<file path="config.mk">
export PLATFORM = sky130hd
export DESIGN_NAME = ahb_config_bridge
export DESIGN_NICKNAME = d
export VERILOG_FILES = /design/src/ahb_cfg_pkg.sv /design/src/ahb_cfg_regs.sv /design/src/ahb_slave_decoder.sv /design/src/ahb_protocol_checker.sv /design/src/ahb_error_responder.sv /design/src/ahb_config_bridge.sv
export SDC_FILE = /design/constraint.sdc
export NUM_CORES = 1
export LEC_CHECK = 0
export BUFFER_PORTS_ARGS = -buffer_cell sky130_fd_sc_hd__buf_2
export CORE_MARGIN = 10
export CORE_UTILIZATION = 65
export CTS_CLUSTER_DIAMETER = 200
export DETAILED_ROUTE_END_ITERATION = 8
export GPL_TIMING_DRIVEN = 0
export PLACE_DENSITY = 0.94
export SLEW_MARGIN = 30
export SYNTH_ARGS = -nofsm -noshare
export SYNTH_HDL_FRONTEND = slang
export SYNTH_SLANG_ARGS = --single-unit
</file>
<file path="constraint.sdc">
create_clock -name Hclk -period 11.1 [get_ports Hclk]
set_input_delay 0.555 -clock Hclk [delete_from_list [all_inputs] [get_ports Hclk]]
set_output_delay 0.555 -clock Hclk [all_outputs]
set_load 0.005 [all_outputs]
</file>
<file path="src/ahb_cfg_pkg.sv">
// shared widths, config register map, reset windows and bus types; imported by every bridge block
package ahb_cfg_pkg;

	localparam int DATA_W     = 32;   // address and data width
	localparam int NUM_SLAVES = 4;
	localparam int CFG_LAST   = 8;    // config space is 0..CFG_LAST
	localparam int CFG_AW     = $clog2(CFG_LAST + 1);

	// widest legal transfer is one full data bus word
	localparam logic [2:0] MAX_HSIZE = 3'($clog2(DATA_W / 8));

	// map: 2k+1 is base of slave k, 2k+2 its size
	localparam logic [NUM_SLAVES-1:0][DATA_W-1:0] RESET_BASE = {
		DATA_W'('h8c00_0000),
		DATA_W'('h8800_0000),
		DATA_W'('h8400_0000),
		DATA_W'('h8000_0000)
	};
	localparam logic [NUM_SLAVES-1:0][DATA_W-1:0] RESET_SIZE = {NUM_SLAVES{DATA_W'('h3ff)}};

	typedef enum logic [1:0] {
		IDLE   = 2'b00,
		BUSY   = 2'b01,
		NONSEQ = 2'b10,
		SEQ    = 2'b11
	} htrans_e;

	typedef enum logic [1:0] {
		OKAY  = 2'b00,
		ERROR = 2'b10
	} hresp_e;

	typedef enum logic [1:0] {
		RESP_OK,
		RESP_ERR_FIRST,
		RESP_ERR_LAST
	} resp_state_e;

	// one address phase
	typedef struct packed {
		htrans_e           trans;
		logic [2:0]        size;
		logic              write;
		logic [DATA_W-1:0] addr;
	} ahb_req_t;

	typedef struct packed {
		logic [DATA_W-1:0] base;
		logic [DATA_W-1:0] size;
	} slave_window_t;

	typedef slave_window_t [NUM_SLAVES-1:0] window_array_t;

	function automatic logic is_cfg_addr(input logic [DATA_W-1:0] addr);
		return addr <= CFG_LAST;
	endfunction

	function automatic logic is_active(input htrans_e trans);
		return trans inside {NONSEQ, SEQ};
	endfunction

endpackage

</file>
<file path="src/ahb_cfg_regs.sv">
`timescale 1ns/1ps
// slave window register file behind config addresses 0x1-0x8, written in the data phase
module ahb_cfg_regs
	import ahb_cfg_pkg::*;
(
	input  logic              Hclk,
	input  logic              Hresetn,
	input  ahb_req_t          req,
	input  logic              Hreadyin,
	input  logic [DATA_W-1:0] Hwdata,
	input  logic              error_flag,
	input  logic              resp_busy,
	output window_array_t     windows,
	output logic [DATA_W-1:0] config_reg_data,
	output logic              cfg_write_phase
);

	logic              accept;
	logic              cfg_hit;
	logic              wr_pending;   // config write waiting on its data phase
	logic [CFG_AW-1:0] wr_idx;
	logic              wr_en;
	logic [DATA_W-1:0] rd_word;

	assign accept          = Hreadyin && is_active(req.trans) && !resp_busy;
	assign cfg_hit         = is_cfg_addr(req.addr);
	assign cfg_write_phase = is_active(req.trans) && req.write && cfg_hit;

	// data phase ends on Hreadyin, an error in it kills the write
	assign wr_en = wr_pending && Hreadyin && !error_flag && !resp_busy;

	always_ff @(posedge Hclk or negedge Hresetn)
	begin
		if (!Hresetn)
			wr_pending <= 1'b0;
		else if (Hreadyin || error_flag)
			wr_pending <= accept && cfg_hit && req.write;
	end

	always_ff @(posedge Hclk)
	begin
		if (accept)
			wr_idx <= req.addr[CFG_AW-1:0];
	end

	always_ff @(posedge Hclk or negedge Hresetn)
	begin
		if (!Hresetn)
		begin
			for (int k = 0; k < NUM_SLAVES; k++)
			begin
				windows[k].base <= RESET_BASE[k];
				windows[k].size <= RESET_SIZE[k];
			end
		end
		else if (wr_en)
		begin
			for (int k = 0; k < NUM_SLAVES; k++)
			begin
				if (wr_idx == CFG_AW'(2 * k + 1))
					windows[k].base <= Hwdata;
				if (wr_idx == CFG_AW'(2 * k + 2))
					windows[k].size <= Hwdata;
			end
		end
	end

	always_comb
	begin
		rd_word = '0;   // 0x0 reads zero
		for (int k = 0; k < NUM_SLAVES; k++)
		begin
			if (req.addr[CFG_AW-1:0] == CFG_AW'(2 * k + 1))
				rd_word = windows[k].base;
			if (req.addr[CFG_AW-1:0] == CFG_AW'(2 * k + 2))
				rd_word = windows[k].size;
		end
	end

	// readback held for the data phase only
	always_ff @(posedge Hclk or negedge Hresetn)
	begin
		if (!Hresetn)
			config_reg_data <= '0;
		else
			config_reg_data <= (accept && cfg_hit && !req.write) ? rd_word : '0;
	end

endmodule

</file>
<file path="src/ahb_slave_decoder.sv">
`timescale 1ns/1ps
// combinational address decode into per-slave selects plus the valid strobe
module ahb_slave_decoder
	import ahb_cfg_pkg::*;
(
	input  ahb_req_t              req,
	input  window_array_t         windows,
	input  logic                  Hreadyin,
	input  hresp_e                Hresp,
	output logic [NUM_SLAVES-1:0] Pselx_out,
	output logic                  valid
);

	function automatic logic windows_disjoint(input window_array_t w);
		for (int i = 0; i < NUM_SLAVES; i++)
			for (int j = i + 1; j < NUM_SLAVES; j++)
				if (w[i].base < w[j].base + w[j].size && w[j].base < w[i].base + w[i].size)
					return 1'b0;
		return 1'b1;
	endfunction

	always_comb
	begin
		for (int k = 0; k < NUM_SLAVES; k++)
			Pselx_out[k] = (req.addr >= windows[k].base) &&
				(req.addr < windows[k].base + windows[k].size);   // upper bound exclusive
	end

	// config writes stay local, never forwarded
	assign valid = Hreadyin && is_active(req.trans) && (Hresp == OKAY) &&
		(!req.write || !is_cfg_addr(req.addr));

	a_onehot_select: assert final (!windows_disjoint(windows) || $onehot0(Pselx_out));

endmodule

</file>
<file path="src/ahb_protocol_checker.sv">
`timescale 1ns/1ps
// address phase rule checks, raises a one-cycle error_flag for the response FSM
module ahb_protocol_checker
	import ahb_cfg_pkg::*;
(
	input  logic     Hclk,
	input  logic     Hresetn,
	input  ahb_req_t req,
	input  logic     Hreadyin,
	input  logic     resp_busy,
	output logic     error_flag
);

	logic              accept;
	logic              misaligned;
	logic              seq_after_idle;
	logic              burst_change;
	logic              oversize;
	logic [DATA_W-1:0] size_mask;
	htrans_e           prev_trans;   // Htrans of the previous cycle
	logic [2:0]        last_size;
	logic              last_write;

	// phase taken while bus ready and no response running
	assign accept = Hreadyin && is_active(req.trans) && !resp_busy;

	assign size_mask  = (DATA_W'(1) << req.size) - DATA_W'(1);
	assign misaligned = !is_cfg_addr(req.addr) && ((req.addr & size_mask) != '0);

	assign seq_after_idle = (req.trans == SEQ) && (prev_trans == IDLE);
	assign burst_change   = (req.trans == SEQ) && (prev_trans == NONSEQ) &&
		((req.size != last_size) || (req.write != last_write));
	assign oversize = req.size > MAX_HSIZE;   // wider than the data bus

	always_ff @(posedge Hclk or negedge Hresetn)
	begin
		if (!Hresetn)
		begin
			error_flag <= 1'b0;
			prev_trans <= IDLE;
			last_size  <= '0;
			last_write <= 1'b0;
		end
		else
		begin
			error_flag <= accept && (misaligned || seq_after_idle || burst_change || oversize);
			if (Hreadyin)
				prev_trans <= req.trans;
			if (accept)
			begin
				last_size  <= req.size;
				last_write <= req.write;
			end
		end
	end

	a_single_pulse: assert property (@(posedge Hclk) disable iff (!Hresetn)
		error_flag |=> !error_flag);

	// responder must pick up every flagged phase
	a_flag_to_busy: assert property (@(posedge Hclk) disable iff (!Hresetn)
		error_flag |=> resp_busy);

endmodule

</file>
<file path="src/ahb_error_responder.sv">
`timescale 1ns/1ps
// two-cycle AHB ERROR response FSM and the Hreadyout mux
module ahb_error_responder
	import ahb_cfg_pkg::*;
(
	input  logic   Hclk,
	input  logic   Hresetn,
	input  logic   error_flag,
	input  logic   cfg_write_phase,
	input  logic   Hreadyout_in,
	output hresp_e Hresp,
	output logic   Hreadyout,
	output logic   resp_busy
);

	resp_state_e state;

	// runs to the end regardless of Hreadyin
	always_ff @(posedge Hclk or negedge Hresetn)
	begin
		if (!Hresetn)
			state <= RESP_OK;
		else
		begin
			case (state)
				RESP_OK:
				begin
					if (error_flag)
						state <= RESP_ERR_FIRST;
				end
				RESP_ERR_FIRST: state <= RESP_ERR_LAST;
				default:        state <= RESP_OK;
			endcase
		end
	end

	assign resp_busy = (state != RESP_OK);
	assign Hresp     = resp_busy ? ERROR : OKAY;

	always_comb
	begin
		case (state)
			RESP_ERR_FIRST: Hreadyout = 1'b0;   // stall master
			RESP_ERR_LAST:  Hreadyout = 1'b1;
			default:        Hreadyout = cfg_write_phase ? 1'b1 : Hreadyout_in;
		endcase
	end

	// first error cycle on the bus is always followed by the last one
	a_err_two_cycle: assert property (@(posedge Hclk) disable iff (!Hresetn)
		(Hresp == ERROR && !Hreadyout) |=> (Hresp == ERROR && Hreadyout));

endmodule

</file>
<file path="src/ahb_config_bridge.sv">
`timescale 1ns/1ps
// top of the AHB config and decode bridge, packs the address phase and wires the four blocks
module ahb_config_bridge
	import ahb_cfg_pkg::*;
(
	input  logic                  Hclk,
	input  logic                  Hresetn,
	input  logic [1:0]            Htrans,
	input  logic [2:0]            Hsize,
	input  logic                  Hwrite,
	input  logic [DATA_W-1:0]     Haddr,
	input  logic [DATA_W-1:0]     Hwdata,
	input  logic                  Hreadyin,
	input  logic                  Hreadyout_in,
	output hresp_e                Hresp,
	output logic                  Hreadyout,
	output logic [NUM_SLAVES-1:0] Pselx_out,
	output logic                  valid,
	output logic [DATA_W-1:0]     config_reg_data
);

	ahb_req_t      req;
	window_array_t windows;
	logic          error_flag;
	logic          resp_busy;
	logic          cfg_write_phase;

	assign req = '{trans: htrans_e'(Htrans), size: Hsize, write: Hwrite, addr: Haddr};

	ahb_cfg_regs u_regs (
		.Hclk(Hclk), .Hresetn(Hresetn), .req(req), .Hreadyin(Hreadyin), .Hwdata(Hwdata),
		.error_flag(error_flag), .resp_busy(resp_busy), .windows(windows),
		.config_reg_data(config_reg_data), .cfg_write_phase(cfg_write_phase)
	);

	ahb_slave_decoder u_decoder (
		.req(req), .windows(windows), .Hreadyin(Hreadyin), .Hresp(Hresp),
		.Pselx_out(Pselx_out), .valid(valid)
	);

	ahb_protocol_checker u_checker (
		.Hclk(Hclk), .Hresetn(Hresetn), .req(req), .Hreadyin(Hreadyin),
		.resp_busy(resp_busy), .error_flag(error_flag)
	);

	ahb_error_responder u_responder (
		.Hclk(Hclk), .Hresetn(Hresetn), .error_flag(error_flag),
		.cfg_write_phase(cfg_write_phase), .Hreadyout_in(Hreadyout_in),
		.Hresp(Hresp), .Hreadyout(Hreadyout), .resp_busy(resp_busy)
	);

endmodule

</file>
==> impl_metrics.csv <==
group,metric,value,unit
status,status,"finished, violations left",
status,violations,"design-rule violations",
synthesis,synth_edf_count,4,
sta,skew,0.0306,ns
detailed_routing,via_per_inst,6.92,
clock_tree,cts_root_buf,"clkbuf_16",
global_routing,grt_busiest_layer,"met2",
floorplanning,core.rowCount,70,
detailed_routing,ant_nets,0,
setup_path,critPathKind,"register to output port",
sta,relSlewSlack,33.5,%
placed_design,pre_cts_slack,5.30,ns
final_layout,mostFrequentLayoutCell,"ha_1",
synthesis,syn_area,24400,sq um
global_routing,grt_overflow_total,0,
detailed_routing,routed-via-count,22800,
floorplanning,floorplan.initialDensity,66.3,%
sta,max_freq,158,MHz
global_routing,grt_pass1_wl,121000,um
pwr,p_per_area,94.4,nW/um^2
pwr,irDropWorstVdd,109,uV
synthesis,yosys.area.top_type,"dfrtp_1",
detailed_routing,wl_per_cell,24.3,um
placed_design,dpl.cell_count,3217,
pwr,total_power,2.53,mW
sta,finalMaxSlewViolations,0,
pwr,p_leak,13.9,nW
floorplanning,core,36800,sq um
sta,finalSetupViolCount,0,
final_layout,final_util,72.8,%
setup_path,rrSetupSlack,7.84,ns
clock_tree,worst_skew_pair.late_latency,0.61,ns
min_path,hold_class,"input pin to register",
setup_path,critical_path_arrival,5.76,ns
placed_design,gp_congestion,1.03,
synthesis,synth_nets,3093,
clock_tree,clk_pin_slew_worst_paths,0.07,ns
detailed_routing,wirelength,79900,um
synthesis,ys.warnings.count,0,
global_routing,met3_usage,6.95,%
placed_design,io_buffers,111,
clock_tree,clock-sinks,302,
floorplanning,dieHeight,214,um
synthesis,synthCells,2634,
detailed_routing,drt_first_pass_iters,9,
setup_path,end_kind,"output port",
sta,timing.final.crit_share,56.9,%
clock_tree,cts_tree,"built",
setup_path,rr_startpoint,"u_responder.state[0]$_DFFE_PN0P_",
floorplanning,die_w,214,um
final_layout,instances_no_fill,3289,
global_routing,grt_util_met2,52.6,%
synthesis,seq_area_frac_synth,31.3,%
flow_run,cap_violations,0,
clock_tree,cts_resized,0,
min_path,whs_path_depth,2,
global_routing,grt_usage,34.0,%
floorplanning,die_area,45700,sq um
sta,rsz0062_at_grt,"false",
sta,tightest_slew,0.997,ns
final_layout,syn2layout_area_growth,9.77,%
clock_tree,clk_path_buf_depth,3,
global_routing,grt_start_max_net_pins,91,
clock_tree,h-tree-depth,1,
global_routing,grt_pass1_vias,22500,
min_path,min_to,"u_checker.prev_trans[0]$_DFFE_PN0P_",
synthesis,synth_top_area_share,25.6,%
sta,fin_crit,6.31,ns
min_path,min_from,"Htrans[0]",
detailed_routing,drc_errors,4,
global_routing,antenna_found_initial,13,
floorplanning,ioPinCount,114,
synthesis,synth_seq_cells,302,
final_layout,drive_above_1_share,13.9,%
synthesis,syn_avg_cell_area,9.26,sq um
sta,tns,0,ns
synthesis,async_reset_ff_share,98.7,%
placed_design,place_area,25700,sq um
sta,hold_slack,0.209,ns
detailed_routing,dr.first_iter.drc_count,2782,
synthesis,synth_ff_type,"dfrtp_1",
clock_tree,numCtsBuffers,31,
sta,fin_ws,4.79,ns
final_layout,design_area,26800,sq um
placed_design,hpwl,62300,um
setup_path,r2r-end,"u_regs.windows[28]$_DFFE_PN0P_",
final_layout,mostFrequentLayoutCells,"ha_1, nand2_1, dfrtp_1",
setup_path,critPathLaunchType,"register",
setup_path,path_max_fanout,3,
synthesis,synth_cell_type_count,84,
sta,hold_viol,0,
global_routing,gr-usage-met1,43.0,%
synthesis,synthTopCellsByArea,"dfrtp_1, ha_1, mux2_2",
final_layout,nets,3242,
setup_path,rr_worst_depth,8,
setup_path,critPathRequiredTime,10.55,ns
layout make-up:
type / count / area (sq um)
sequential: 302 / 7640
inverter: 165 / 619
clock inverter: 16 / 225
clock buffer: 42 / 857
timing repair buffer: 116 / 663
antenna: 13 / 32.5
multi-input combinational: 2086 / 15800
fill: 2513 / 10000
buffer: 81 / 332
tap: 468 / 586
worst max path at each step:
stage                                          from                         endpoint  slack, ns  depth (start not counted)
floorplan           u_regs.windows[198]$_DFFE_PN1P_                     Pselx_out[3]       6.52                         20
global placement                            Hresetn  u_regs.windows[219]$_DFFE_PN0P_       4.24                          1
detailed placement                         Haddr[0]                     Pselx_out[0]       5.30                         16
CTS                  u_regs.windows[64]$_DFFE_PN1P_                     Pselx_out[1]       4.82                         22
global route         u_regs.windows[64]$_DFFE_PN1P_                     Pselx_out[1]       4.53                         23
finish               u_regs.windows[64]$_DFFE_PN1P_                     Pselx_out[1]       4.79                         22
what timing repair did:
action | CTS | global route
hold buffers | 1 | 0
hold endpoints to repair | 41 | 0
setup buffers | 0 | 0
sequential cells by signal (all words and copies together) (netlist names):
| name | cells |
|---|---|
| u_regs.windows | 256 |
| u_regs.config_reg_data | 32 |
| u_regs.wr_idx | 4 |
| u_checker.last_size | 3 |
| u_checker.prev_trans | 2 |
| u_responder.state | 2 |
| u_checker.error_flag | 1 |
| u_checker.last_write | 1 |
| u_regs.wr_pending | 1 |
critical path, cell delays in order, from the launching register on:
cell,delay [ns]
dfstp_2,0.58
ha_1,0.19
inv_1,0.06
fa_1,0.41
nor2b_1,0.12
o21ai_0,0.14
a21oi_1,0.26
nor3_1,0.16
a2111o_1,0.47
a21oi_1,0.30
o21ai_0,0.26
nand2_1,0.13
xnor2_1,0.13
ha_1,0.26
a21o_1,0.16
a21o_1,0.16
a21o_1,0.17
a21oi_1,0.15
nor2b_1,0.06
o21ai_0,0.22
o211ai_1,0.13
a311oi_1,0.43
buf_2,0.20
metal layers:
metal | wire length [um] | vias to the layer above
li1 | - | 10000
met1 | 29200 | 10800
met5 | 13 | -
met4 | 5140 | 2
met3 | 10500 | 312
met2 | 35000 | 1666
cell usage after synthesis, types with 6 or more instances:
| cell | number |
|---|---|
| a211o_1 | 9 |
| a211oi_1 | 8 |
| a21o_1 | 146 |
| a21oi_1 | 167 |
| a221oi_1 | 9 |
| a222oi_1 | 28 |
| a22oi_1 | 33 |
| a31oi_1 | 44 |
| and2_1 | 7 |
| and3_1 | 11 |
| buf_1 | 9 |
| clkbuf_1 | 64 |
| dfrtp_1 | 250 |
| dfstp_2 | 48 |
| ha_1 | 381 |
| inv_1 | 165 |
| mux2_2 | 138 |
| mux2i_1 | 33 |
| nand2_1 | 262 |
| nand2b_1 | 40 |
| nand3_1 | 36 |
| nand4_1 | 44 |
| nor2_1 | 88 |
| nor2b_1 | 33 |
| nor3_1 | 30 |
| nor4_1 | 18 |
| o211ai_1 | 16 |
| o21a_1 | 25 |
| o21ai_0 | 244 |
| o21bai_1 | 19 |
| or3_1 | 6 |
| xnor2_1 | 53 |
| xor2_1 | 61 |
where the power goes:
part | total [mW] | leakage, nW | internal (mW) | switching [mW]
combinational | 0.265 | 10.0 | 0.0862 | 0.179
clock | 1.14 | 0.527 | 0.658 | 0.479
sequential | 1.13 | 3.40 | 1.12 | 0.00964
total | 2.53 | 13.9 | 1.86 | 0.667
cells by family (layout without fill, tap and decap cells):
kind of cell	count (synthesis)	after routing	synth area share [%]
flops	302	302	31.3
other cells	1	14	0.0154
fa+ha+maj	385	385	19.9
mux	171	171	7.72
xor+xnor	114	114	4.09
buf+inv	246	420	3.90
compound gates	809	809	21.3
simple gates	606	606	11.9
Note: power is estimated with default switching activity, not from simulation.
